--- config.mk ---
export PLATFORM = sky130hd
export DESIGN_NAME = lfb_entry_top
export DESIGN_NICKNAME = d
export VERILOG_FILES = /design/src/hw/lfb_pkg.sv /design/src/hw/lfb_bus_req.sv /design/src/hw/lfb_entry_regs.sv /design/src/hw/lfb_entry_top.sv /design/src/hw/lfb_hazard_check.sv /design/src/hw/lfb_refill_req.sv /design/src/hw/lfb_state_ctrl.sv
export SDC_FILE = /design/constraint.sdc
export NUM_CORES = 1
export LEC_CHECK = 0
export BUFFER_PORTS_ARGS = -buffer_cell sky130_fd_sc_hd__buf_2
export CORE_MARGIN = 2
export CORE_UTILIZATION = 42
export CTS_BUF_LIST = sky130_fd_sc_hd__clkbuf_8
export CTS_CLUSTER_SIZE = 40
export DETAILED_ROUTE_END_ITERATION = 10
export PLACE_DENSITY = 0.94
export SLEW_MARGIN = 10
export SYNTH_ARGS = -nofsm -noshare
export SYNTH_HDL_FRONTEND = slang
export SYNTH_SLANG_ARGS = --single-unit
export TNS_END_PERCENT = 30
--- constraint.sdc ---
create_clock -name lfb_fsm_clk -period 1.6 [get_ports lfb_fsm_clk]
set_input_delay 0.16 -clock lfb_fsm_clk [delete_from_list [all_inputs] [get_ports lfb_fsm_clk]]
set_output_delay 0.16 -clock lfb_fsm_clk [all_outputs]
set_load 0.1 [all_outputs]
--- src/hw/lfb_pkg.sv ---
/* load fill buffer shared definitions */

package lfb_pkg;

  // ================================================
  // widths
  // ================================================
  localparam int PADDR    = 40;
  localparam int LINE_OFS = 6;
  localparam int QW_W     = 2;
  localparam int BYTE_W   = 4;
  localparam int SET_W    = 6;
  localparam int VIDX_W   = 2;
  localparam int IDX_W    = VIDX_W + SET_W;
  localparam int TAG_W    = 28;
  localparam int PREG_W   = 6;
  localparam int SIZE_W   = 2;
  localparam int PRIV_W   = 2;
  localparam int ATTR_W   = 3;

  // top address bit used by the line hazard compare
  localparam int HAZ_MSB  = 21;

  // attribute bit positions
  localparam int ATTR_CA  = 0;
  localparam int ATTR_SO  = 1;
  localparam int ATTR_BUF = 2;

  // ================================================
  // entry states
  // ================================================
  // bit 2 marks refill, bits 1:0 give the beat
  typedef enum logic [2:0] {
    LFB_IDLE  = 3'd0,
    LFB_WRDL  = 3'd1,
    LFB_RDL   = 3'd2,
    LFB_RBUS  = 3'd3,
    LFB_REF_1 = 3'd4,
    LFB_REF_2 = 3'd5,
    LFB_REF_3 = 3'd6,
    LFB_REF_4 = 3'd7
  } lfb_state_t;

  // ================================================
  // physical address, two decodings
  // ================================================
  typedef union packed {
    struct packed {
      logic [PADDR-LINE_OFS-1:0] line_addr;
      logic [LINE_OFS-1:0]       line_ofs;
    } line;
    struct packed {
      logic [TAG_W-1:0]  tag;
      logic [SET_W-1:0]  set;
      logic [QW_W-1:0]   qw_ofs;
      logic [BYTE_W-1:0] byte_ofs;
    } cache;
  } lfb_pa_u;

endpackage

--- src/hw/lfb_bus_req.sv ---
/* bus read request fields */

`timescale 1ns/1ps

module lfb_bus_req
  import lfb_pkg::*;
(
  input  lfb_pa_u           pa,
  input  logic              ld,
  input  logic              pf,
  input  logic              ca,
  input  logic              so,
  input  logic              buf_en,
  input  logic [PRIV_W-1:0] priv_mode,
  input  logic [SIZE_W-1:0] size,
  input  lfb_state_t        state,
  output logic [PADDR-1:0]  ar_addr,
  output logic [1:0]        ar_len,
  output logic [2:0]        ar_size,
  output logic [3:0]        ar_cache,
  output logic [2:0]        ar_prot,
  output logic              ar_user,
  output logic              ld_wo_stall
);

  logic ld_inst;

  // ================================================
  // address and burst shape
  // ================================================
  // strongly ordered keeps the byte offset, others read whole quadwords
  assign ar_addr = {pa.cache.tag,
                    pa.cache.set,
                    pa.cache.qw_ofs,
                    so ? pa.cache.byte_ofs : {BYTE_W{1'b0}}};

  assign ar_len  = ca ? 2'b11 : 2'b00;
  assign ar_size = so ? {1'b0, size} : 3'b100;

  // ================================================
  // cache, protection and user bits
  // ================================================
  assign ar_cache = {ca, ca, !so, buf_en};
  assign ar_prot  = {1'b0, 1'b1, priv_mode[0]};
  assign ar_user  = priv_mode[1];

  // load can run on without stalling once the bus read is under way
  assign ld_inst     = ld && !pf;
  assign ld_wo_stall = ld_inst && !so && ((state == LFB_RBUS) || state[2]);

endmodule

--- src/hw/lfb_entry_regs.sv ---
/* fill buffer entry content */

`timescale 1ns/1ps

module lfb_entry_regs
  import lfb_pkg::*;
(
  input  logic              lfb_fsm_clk,
  input  logic              create_en,
  input  logic [PADDR-1:0]  create_pa,
  input  logic              create_ld,
  input  logic              create_pf,
  input  logic [ATTR_W-1:0] create_attr,
  input  logic              create_wb,
  input  logic [PRIV_W-1:0] create_priv_mode,
  input  logic [SIZE_W-1:0] create_size,
  input  logic [PREG_W-1:0] create_dest_reg,
  input  logic [VIDX_W-1:0] create_virt_idx,
  output lfb_pa_u           pa,
  output logic              ld,
  output logic              pf,
  output logic              ca,
  output logic              so,
  output logic              buf_en,
  output logic [PRIV_W-1:0] priv_mode,
  output logic [SIZE_W-1:0] size,
  output logic [PREG_W-1:0] dest_reg,
  output logic [VIDX_W-1:0] virt_idx
);

  logic [ATTR_W-1:0] attr_q;
  logic              wb_q;

  // ================================================
  // capture on create
  // ================================================
  always_ff @(posedge lfb_fsm_clk) begin
    if (create_en) begin
      pa        <= create_pa;
      ld        <= create_ld;
      pf        <= create_pf;
      attr_q    <= create_attr;
      wb_q      <= create_wb;
      priv_mode <= create_priv_mode;
      size      <= create_size;
      dest_reg  <= create_dest_reg;
      virt_idx  <= create_virt_idx;
    end
  end

  // attribute decode
  assign ca = attr_q[ATTR_CA];
  assign so = attr_q[ATTR_SO];

  // write-back hint only counts for cacheable lines
  assign buf_en = ca ? wb_q : attr_q[ATTR_BUF];

endmodule

--- src/hw/lfb_entry_top.sv ---
/* load fill buffer entry */

`timescale 1ns/1ps

module lfb_entry_top
  import lfb_pkg::*;
(
  input  logic lfb_fsm_clk, cpurst_b, create_en,
  input  logic [PADDR-1:0] create_pa,
  input  logic create_ld, create_pf,
  input  logic [ATTR_W-1:0] create_attr,
  input  logic create_wb,
  input  logic [PRIV_W-1:0] create_priv_mode,
  input  logic [SIZE_W-1:0] create_size,
  input  logic [PREG_W-1:0] create_dest_reg,
  input  logic [VIDX_W-1:0] create_virt_idx,
  input  logic rdl_grant, rdl_cmplt, rdl_cache_hit,
  input  logic bus_grant, bus_cmplt, bus_acc_err,
  input  logic [PADDR-1:0] dc_pa,
  input  logic [PREG_W-1:0] dc_dest_preg,
  output lfb_state_t state,
  output logic vld, rdl_req, arvalid, pop_en, bus_rdy,
  output logic hit_idx, hit_addr, hit_so, hit_preg,
  output logic [PADDR-1:0] ar_addr,
  output logic [1:0] ar_len,
  output logic [2:0] ar_size,
  output logic [3:0] ar_cache,
  output logic [2:0] ar_prot,
  output logic ar_user, ld_wo_stall, ref_en,
  output logic [1:0] ref_cnt,
  output logic [TAG_W-1:0] ref_tag,
  output logic [IDX_W-1:0] ref_idx,
  output logic [QW_W-1:0] ref_offset
);

  lfb_pa_u           pa;
  logic              ld, pf, ca, so, buf_en;
  logic [PRIV_W-1:0] priv_mode;
  logic [SIZE_W-1:0] size;
  logic [PREG_W-1:0] dest_reg;
  logic [VIDX_W-1:0] virt_idx;

  lfb_entry_regs u_regs (
    .lfb_fsm_clk, .create_en, .create_pa, .create_ld, .create_pf, .create_attr,
    .create_wb, .create_priv_mode, .create_size, .create_dest_reg, .create_virt_idx,
    .pa, .ld, .pf, .ca, .so, .buf_en, .priv_mode, .size, .dest_reg, .virt_idx
  );

  lfb_state_ctrl u_state_ctrl (
    .lfb_fsm_clk, .cpurst_b, .create_en, .rdl_grant, .rdl_cmplt, .rdl_cache_hit,
    .bus_grant, .bus_cmplt, .pf, .ca,
    .state, .vld, .rdl_req, .arvalid, .pop_en, .bus_rdy
  );

  lfb_hazard_check u_hazard (
    .vld, .pa, .ld, .pf, .dc_pa, .dc_dest_preg, .dest_reg, .so,
    .hit_idx, .hit_addr, .hit_so, .hit_preg
  );

  lfb_bus_req u_bus_req (
    .pa, .ld, .pf, .ca, .so, .buf_en, .priv_mode, .size, .state,
    .ar_addr, .ar_len, .ar_size, .ar_cache, .ar_prot, .ar_user, .ld_wo_stall
  );

  lfb_refill_req u_refill (
    .lfb_fsm_clk, .cpurst_b, .create_en, .bus_cmplt, .bus_acc_err, .ca, .pa,
    .virt_idx, .state, .ref_en, .ref_cnt, .ref_tag, .ref_idx, .ref_offset
  );

endmodule

--- src/hw/lfb_hazard_check.sv ---
/* data-cache stage hazard check */

`timescale 1ns/1ps

module lfb_hazard_check
  import lfb_pkg::*;
(
  input  logic              vld,
  input  lfb_pa_u           pa,
  input  logic              ld,
  input  logic              pf,
  input  logic [PADDR-1:0]  dc_pa,
  input  logic [PREG_W-1:0] dc_dest_preg,
  input  logic [PREG_W-1:0] dest_reg,
  input  logic              so,
  output logic              hit_idx,
  output logic              hit_addr,
  output logic              hit_so,
  output logic              hit_preg
);

  lfb_pa_u dc_u;

  assign dc_u = dc_pa;

  // set bits sit at the bottom of the line address
  assign hit_idx  = vld &&
                    (dc_u.line.line_addr[SET_W-1:0] == pa.line.line_addr[SET_W-1:0]);

  assign hit_addr = vld &&
                    (dc_u.line.line_addr[HAZ_MSB-LINE_OFS:0] ==
                     pa.line.line_addr[HAZ_MSB-LINE_OFS:0]);

  assign hit_so   = vld && ld && so;

  // prefetches write no register
  assign hit_preg = vld && ld && !pf && (dc_dest_preg == dest_reg);

endmodule

--- src/hw/lfb_refill_req.sv ---
/* refill request fields */

`timescale 1ns/1ps

module lfb_refill_req
  import lfb_pkg::*;
(
  input  logic              lfb_fsm_clk,
  input  logic              cpurst_b,
  input  logic              create_en,
  input  logic              bus_cmplt,
  input  logic              bus_acc_err,
  input  logic              ca,
  input  lfb_pa_u           pa,
  input  logic [VIDX_W-1:0] virt_idx,
  input  lfb_state_t        state,
  output logic              ref_en,
  output logic [1:0]        ref_cnt,
  output logic [TAG_W-1:0]  ref_tag,
  output logic [IDX_W-1:0]  ref_idx,
  output logic [QW_W-1:0]   ref_offset
);

  logic ref_err;

  // sticky until the next entry is created
  always_ff @(posedge lfb_fsm_clk or negedge cpurst_b) begin
    if (!cpurst_b) begin
      ref_err <= 1'b0;
    end else if (create_en) begin
      ref_err <= 1'b0;
    end else if (bus_cmplt && bus_acc_err) begin
      ref_err <= 1'b1;
    end
  end

  // refill only while the entry holds a line
  assign ref_en     = ca && !ref_err && (state != LFB_IDLE);
  assign ref_cnt    = state[1:0];
  assign ref_tag    = pa.cache.tag;
  assign ref_idx    = {virt_idx, pa.cache.set};
  assign ref_offset = pa.cache.qw_ofs;

endmodule

--- src/hw/lfb_state_ctrl.sv ---
/* fill buffer entry state machine */

`timescale 1ns/1ps

module lfb_state_ctrl
  import lfb_pkg::*;
(
  input  logic       lfb_fsm_clk,
  input  logic       cpurst_b,
  input  logic       create_en,
  input  logic       rdl_grant,
  input  logic       rdl_cmplt,
  input  logic       rdl_cache_hit,
  input  logic       bus_grant,
  input  logic       bus_cmplt,
  input  logic       pf,
  input  logic       ca,
  output lfb_state_t state,
  output logic       vld,
  output logic       rdl_req,
  output logic       arvalid,
  output logic       pop_en,
  output logic       bus_rdy
);

  lfb_state_t next_state;
  logic       pf_hit_done;
  logic       refill_last;

  // ================================================
  // state register
  // ================================================
  always_ff @(posedge lfb_fsm_clk or negedge cpurst_b) begin
    if (!cpurst_b) begin
      state <= LFB_IDLE;
    end else begin
      state <= next_state;
    end
  end

  always_comb begin
    next_state = state;
    case (state)
      LFB_IDLE: begin
        if (create_en) next_state = LFB_WRDL;
      end
      LFB_WRDL: begin
        if (rdl_grant) next_state = LFB_RDL;
      end
      LFB_RDL: begin
        // prefetch already in the cache needs no bus read
        if (rdl_cmplt) next_state = (pf && rdl_cache_hit) ? LFB_IDLE : LFB_RBUS;
      end
      LFB_RBUS: begin
        if (bus_grant) next_state = LFB_REF_1;
      end
      LFB_REF_1: begin
        if (bus_cmplt) next_state = ca ? LFB_REF_2 : LFB_IDLE;
      end
      LFB_REF_2: begin
        if (bus_cmplt) next_state = LFB_REF_3;
      end
      LFB_REF_3: begin
        if (bus_cmplt) next_state = LFB_REF_4;
      end
      LFB_REF_4: begin
        if (bus_cmplt) next_state = LFB_IDLE;
      end
      default: next_state = LFB_IDLE;
    endcase
  end

  // ================================================
  // strobes
  // ================================================
  assign vld     = (state != LFB_IDLE);
  assign rdl_req = (state == LFB_WRDL);
  assign arvalid = (state == LFB_RBUS);

  assign pf_hit_done = (state == LFB_RDL) && rdl_cmplt && pf && rdl_cache_hit;

  // single beat for non-cacheable, fourth beat otherwise
  assign refill_last = bus_cmplt &&
                       (((state == LFB_REF_1) && !ca) || (state == LFB_REF_4));

  assign pop_en  = pf_hit_done || refill_last;
  assign bus_rdy = pf_hit_done || ((state == LFB_RBUS) && bus_grant);

endmodule

==> key figures, run 1 <==
Clocking
  • H-tree Lvls: 3
  • Root Driver: clkbuf_8
  • Clk slew on worst S/H paths: 60 ps
  • Clock latency on the worst-skew pair: 330 ps
  • Num CTS Buffers: 9
  • Worst-case clock buffer depth: 2
  • CTS tree: built
  • Number of clock sinks: 62

Yosys
  • Number of synthesized flops with an enable pin: 58
  • Top_reg_cell synth: edfxtp_1
  • Synth Cell Area: 0.00304 mm²
  • Async S/R FF share, synth: 0.0645
  • Yosys reg bits: 62
  • Syn_area_per_cell: 13.3 µm²
  • Yosys cell types: 34
  • Post-Syn Nets: 342
  • Syn. warnings: 0
  • Post-Syn Instances: 229
  • Seq/Total Area, Yosys: 0.606

Critical path
  • Crit path buffers/inverters: 1
  • Critical Path Source Type: flip-flop
  • Critical path class: flip-flop to output port
  • Critical Path RT: 1440 ps
  • Setup crit end kind: output port
  • Crit path arrival time: 1740 ps
  • Worst path max stage delay: 400 ps
  • Worst Path Max Fanout: 2
  • Critical Path Slowest Stage Cell: edfxtp_1
  • R2R cell count: 5
  • CP top delay family: simple AND/OR/NAND/NOR gates
  • Crit path cell chain: xnor2_1 -> nand4_1 -> nor4_4 -> and3_4 -> buf_12
  • Worst path depth: 5

Power and ir drop
  • Pwr Density: 1610 mW/mm²
  • NetSw: 3900 µW
  • Seq pwr share: 0.276
  • Sw frac: 0.508
  • Clk network pwr share: 0.148
  • Leakage power: 0.00210 µW
  • Combinational share of power: 0.576
  • Peak supply drop: 0.854 mV
  • Int Power: 3780 µW

Routing
  • Initial DRC count: 45
  • Drt pass-1 iters: 4
  • Drt total wl: 8.10 mm
  • DR WL/cell: 15.3 µm
  • Via density per instance: 4.45
  • DRC errors left: 0
  • Detail Route Antenna Nets: 0
  • Via count: 2361

Placed design
  • Buffers on Ports: 193
  • HPWL Detailed: 5.13 mm
  • DP Area: 0.00382 mm²
  • Worst slack at placement: -144 ps
  • Final RePlAce weighted congestion: 0.713

Global route
  • Total gr overflow: 0
  • Vias in the first global route: 2470
  • Tot GR Track Use: 0.200
  • GR Util met3: 0.0785
  • First-pass GRT wire length: 11.6 mm
  • Initial antenna violation count: 0
  • Largest net degree at the start of global routing: 60
  • Most Crowded Layer GR: met2
  • Met2 GRT Util: 0.364
  • M1 GR Usage: 0.205

Min path
  • Hold Path Stages: 1
  • Hold Crit Class: primary input to flip-flop

Floorplan
  • Horiz. Die Dim: 89.0 µm
  • Starting density of the core: 0.426
  • Core ar.: 0.00714 mm²
  • Io pins: 220
  • # rows: 31
  • Die height: 89.0 µm
  • Die area: 0.00793 mm²

Run status
  • Status: finished with violations
  • Failing checks: setup timing

Layout
  • Layout area overhead: 57.0%
  • Antenna Cells: 0
  • Final Cell Area: 0.00477 mm²
  • Filler Cell Count: 536
  • Most common cell after layout, fill and taps aside: buf_2
  • Commonest non-fill, non-tap cells in the layout: 171 x buf_2, 58 x dlygate4sd3_1, 58 x edfxtp_1
  • Fin nets: 540
  • Max reg flops: 40
  • Share of cells above drive strength 1: 0.582

Timing
  • RSZ-0062 raised after global routing: true
  • PnR worst setup slack: -299 ps
  • Final Cycle Share: 1.19
  • Maximum clock frequency: 527 MHz
  • Final hold viol count: 0
  • Fin. max-slew vios: 0
  • Min cycle time layout: 1900 ps
  • Endpoints failing setup: 13
  • Clk_skew: 1.90 ps

Run
  • # Max-Cap Violations: 0
[what timing repair did]
item,4_1_cts,5_1_grt
setup buffers,8,5
endpoints found under the setup margin,19,19
hold buffers,58,0
hold endpoints to repair,61,0
pin swaps,9,6
gates resized for setup,22,13
cloned,0,0
[final cells by class]
class / instances / area [µm²] / area share
repair buffers: 272 / 1950 / 0.409
flip-flops and latches: 62 / 1850 / 0.388
multi-input cells: 80 / 677 / 0.142
clock buffers: 9 / 124 / 0.0260
well taps: 99 / 124 / 0.0260
clock inverters: 6 / 30.0 / 0.00629
inverters: 2 / 10.0 / 0.00210
[synthesized netlist by cell type (2+ instances only)]
cell type  instances  area, µm²
nor2b_1            2       12.5
nor2_1             5       18.8
o21ai_0            2       10.0
nand2b_1           2       12.5
conb_1             2       7.51
a21oi_1            6       30.0
nand2_1            4       15.0
and2_1             8       50.1
dfrtp_1            4        100
edfxtp_1          58       1740
nor3_1             5       25.0
xnor2_1           12        105
nor4_1             3       18.8
buf_4             82        616
and3_1             2       12.5
nand4_1            3       18.8
buf_2              2       10.0
o22ai_1            2       12.5
xor2_1            10       87.6
[power groups by stage]
stage                     Clock (µW)  Sequential, µW  Combinational [µW]
after detailed placement           0            2160                3790
after global routing            1240            2140                4570
after floorplan                    0            2470                2890
after CTS                       1150            2110                4170
after global placement             0            2140                3740
final                           1130            2120                4430
[per-stage QoR]
stage          utilization  TNS [ps]  cells  power [µW]  hold slack, ps
2_1_floorplan            -     -7100    229        5360            -136
3_3_place_gp         0.535     -52.8    444        5880           -27.3
3_5_place_dp         0.535      -202    444        5950           -22.3
4_1_cts              0.656     -1810    525        7440            22.3
5_1_grt              0.668     -2610    530        7950            7.24
6_report             0.668     -1730    530        7680            35.8
[worst register-to-register path: cells and delay by family (launching register included)]
family / cells / cell delay (ps)
flip-flops: 1 / 520
AND/OR/NAND/NOR: 2 / 350
buffers and inverters: 1 / 140
AO/OA/AOI/OAI: 1 / 340
multiplexers: 1 / 310
[path summary, 6_finish.rpt]
path / from / end / slack, ps
max: u_regs.pa[10] / hit_addr / -300
min: create_pa[11] / u_regs.pa[11] / 40
max in group asynchronous: cpurst_b / u_state_ctrl.state[0] / 1300
min reg2reg: u_refill.ref_err / u_refill.ref_err / 580
max reg2reg: u_state_ctrl.state[0] / u_state_ctrl.state[1] / -160
min in group asynchronous: cpurst_b / u_state_ctrl.state[1] / 160
[layer usage]
layer / up-vias / share of wire
li1: 1105 / -
met2: 130 / 0.55
met5: - / 0
met4: 0 / 0.022
met3: 21 / 0.082
met1: 1105 / 0.34
[logic make-up (layout without fill, tap and decap cells)]
group                     Yosys count  in the layout  synth area share
other                               2              2           0.00247
xor gates and xnor gates           22             22            0.0634
muxes                               2              2           0.00865
and+or+nand+nor                    42             42            0.0811
DFF                                62             62             0.606
buffers and inverters              87            289             0.210
AOI/OAI and AO/OA                  12             12            0.0284
No activity file was read; power rests on OpenSTA's default activity.
==> run 2, diff against run 1 <==
==> constraint.sdc (replaced) <==
create_clock -name lfb_fsm_clk -period 1.6 [get_ports lfb_fsm_clk]
set_input_delay 0.08 -clock lfb_fsm_clk [delete_from_list [all_inputs] [get_ports lfb_fsm_clk]]
set_output_delay 0.08 -clock lfb_fsm_clk [all_outputs]
set_load 0.1 [all_outputs]
==> run 2 against run 1 <==
Net effect:
- the flow still finishes with violations (setup timing)
- via count shrank 0.38%
- setup slack gained 44 ps
- clock power grew 17%
- non-clock buffer count shrank 6
- clock skew shrank 1.6 ps
- sequential share of layout area grew 0.56 points
- combinational power shrank 8.1%
- count of clock-buffer cells in the layout is the same
- die area is the same
- register-to-register slack lost 20 ps
- cell count shrank 0.57%
- critical path type unchanged
- critical endpoint unchanged
- largest cell class unchanged
- largest power group unchanged
==> key figures, run 2 (synthesis results as in run 1) <==
Run status
  • Status: finished with violations
  • Failing checks: setup timing

Global route
  • Tot GR Track Use: 0.192
  • Total gr overflow: 0
  • Vias in the first global route: 2308
  • Initial antenna violation count: 2
  • Largest net degree at the start of global routing: 60
  • First-pass GRT wire length: 11.2 mm

Critical path
  • CP top delay family: simple AND/OR/NAND/NOR gates
  • Reg2reg start: u_state_ctrl.state[0]
  • Critical Path RT: 1520 ps
  • R2R cell count: 5
  • Worst Path Max Fanout: 2
  • Setup crit end kind: output port
  • Crit path cell chain: xnor2_1 -> nand4_1 -> nor4_4 -> and3_4 -> buf_12
  • RR Endpoint: u_state_ctrl.state[1]
  • Critical Path Slowest Stage Cell: edfxtp_1
  • Critical Path Source Type: flip-flop
  • Reg2Reg Setup Slack: -180 ps
  • Crit path buffers/inverters: 1
  • Worst path max stage delay: 420 ps
  • Critical path class: flip-flop to output port
  • Crit path arrival time: 1770 ps

Min path
  • Hold Crit Class: primary input to flip-flop
  • Hold endpoint: u_refill.ref_err
  • Hold Path Stages: 3
  • Min-delay src: bus_cmplt

Layout
  • Fin nets: 534
  • Commonest non-fill, non-tap cells in the layout: 174 x buf_2, 60 x dlygate4sd3_1, 58 x edfxtp_1
  • Filler Cell Count: 545
  • Most common cell after layout, fill and taps aside: buf_2
  • Max reg flops: 40
  • Layout Utilization: 0.659
  • Share of cells above drive strength 1: 0.570
  • Layout area overhead: 54.8%
  • Layout Cells excl Fill: 527

Clocking
  • H-tree Lvls: 3
  • Num CTS Buffers: 9
  • Clock latency on the worst-skew pair: 320 ps
  • CTS tree: built
  • Worst-case clock buffer depth: 2
  • Root Driver: clkbuf_8
  • Clk slew on worst S/H paths: 70 ps
  • Number of clock sinks: 62

Floorplan
  • Io pins: 220
  • Core ar.: 0.00714 mm²
  • Die area: 0.00793 mm²
  • Die height: 89.0 µm
  • # rows: 31
  • Horiz. Die Dim: 89.0 µm
  • Starting density of the core: 0.426

Placed design
  • Post-Place Cells: 443
  • HPWL Detailed: 5.16 mm
  • Buffers on Ports: 193
  • Final RePlAce weighted congestion: 0.717

Timing
  • Clk_skew: 0.277 ps
  • Maximum clock frequency: 539 MHz
  • Setup TNS: -1250 ps
  • Final Cycle Share: 1.16
  • PnR worst setup slack: -255 ps
  • RSZ-0062 raised after global routing: true
  • Fin. max-slew vios: 0
  • Min cycle time layout: 1850 ps
  • Final hold viol count: 0
  • Endpoints failing setup: 9

Routing
  • Detail Route Antenna Nets: 0
  • Via density per instance: 4.46
  • Drt pass-1 iters: 4
  • Drt total wl: 8.02 mm
  • Via count: 2352
  • Initial DRC count: 73
  • DRC errors left: 0
  • DR WL/cell: 15.2 µm

Power and ir drop
  • Pwr Density: 1610 mW/mm²
  • Peak supply drop: 0.741 mV
  • Leakage power: 0.00206 µW

Run
  • # Max-Cap Violations: 0
run 2: changes by cell type in the layout (fill, tap and decap cells not counted), moves of 2 or more:
cell           before  now
clkbuf_4            4    7
buf_12             14   10
clkinv_1            2    0
buf_2             171  174
dlygate4sd3_1      58   60
diode_2             0    2
clkinvlp_4          1    3
buf_6               5    2
buf_4              20   11
run 2: routing by layer:
metal | GRT usage | routed length (µm) | vias to the layer above | share of wire
met1 | 0.197 | 2830 | 1127 | 0.35
met2 | 0.362 | 4500 | 122 | 0.56
met4 | 0.0543 | 64 | 0 | 0.0080
li1 | - | - | 1095 | -
met3 | 0.0748 | 631 | 8 | 0.079
met5 | 0 | 0 | - | 0
run 2: how the worst max path moves through the flow:
stage	start	end	slack, ps	depth (start not counted)
finish	u_regs.pa[8]	hit_addr	-250	5
global route	u_regs.pa[8]	hit_addr	-340	5
CTS	u_regs.pa[8]	hit_addr	-270	5
floorplan	u_state_ctrl.state[2]	hit_addr	-1030	4
detailed placement	u_regs.pa[8]	hit_addr	-80	5
global placement	u_regs.pa[8]	hit_addr	20	5
run 2: tightest hold or removal path: cells and delay by family:
| family | cells | cell delay (ps) |
|---|---|---|
| AND/OR/NAND/NOR | 1 | 80 |
| buffers and inverters | 1 | 120 |
| AO/OA/AOI/OAI | 1 | 70 |
run 2: power breakdown:
part / switching (µW) / total (µW) / leakage [µW] / internal, µW
Combinational: 3030 / 4070 / 0.00135 / 1040
Clock: 610 / 1320 / 0.0000924 / 707
Sequential: 188 / 2170 / 0.000614 / 1980
Total: 3830 / 7550 / 0.00206 / 3730
run 2: what timing repair did:
action / in CTS / in global routing
pin swaps: 8 / 7
hold buffers: 60 / 0
endpoints found under the hold margin: 63 / 0
cloned: 0 / 1
buffers inserted: 0 / 5
setup endpoints to repair: 12 / 19
resized for setup: 10 / 14
run 2: layout make-up:
type                            count  area (µm²)  area share
Sequential cell                    62        1850       0.394
Antenna cell                        2        5.00     0.00106
Tap cell                           99         124      0.0263
Clock buffer                        9         124      0.0263
Multi-Input combinational cell     80         654       0.139
Clock inverter                      7        66.3      0.0141
Inverter                            2        7.51     0.00160
Timing Repair Buffer              266        1870       0.397
run 2: through the flow:
step / area, µm² / setup slack [ps] / hold slack [ps] / power [µW]
2_1_floorplan: 3130 / -1030 / -216 / 5360
3_3_place_gp: 3770 / 21.5 / -107 / 5780
3_5_place_dp: 3770 / -76.2 / -104 / 5850
4_1_cts: 4600 / -270 / 42.3 / 7360
5_1_grt: 4700 / -337 / 53.0 / 7820
6_report: 4700 / -255 / 63.9 / 7550
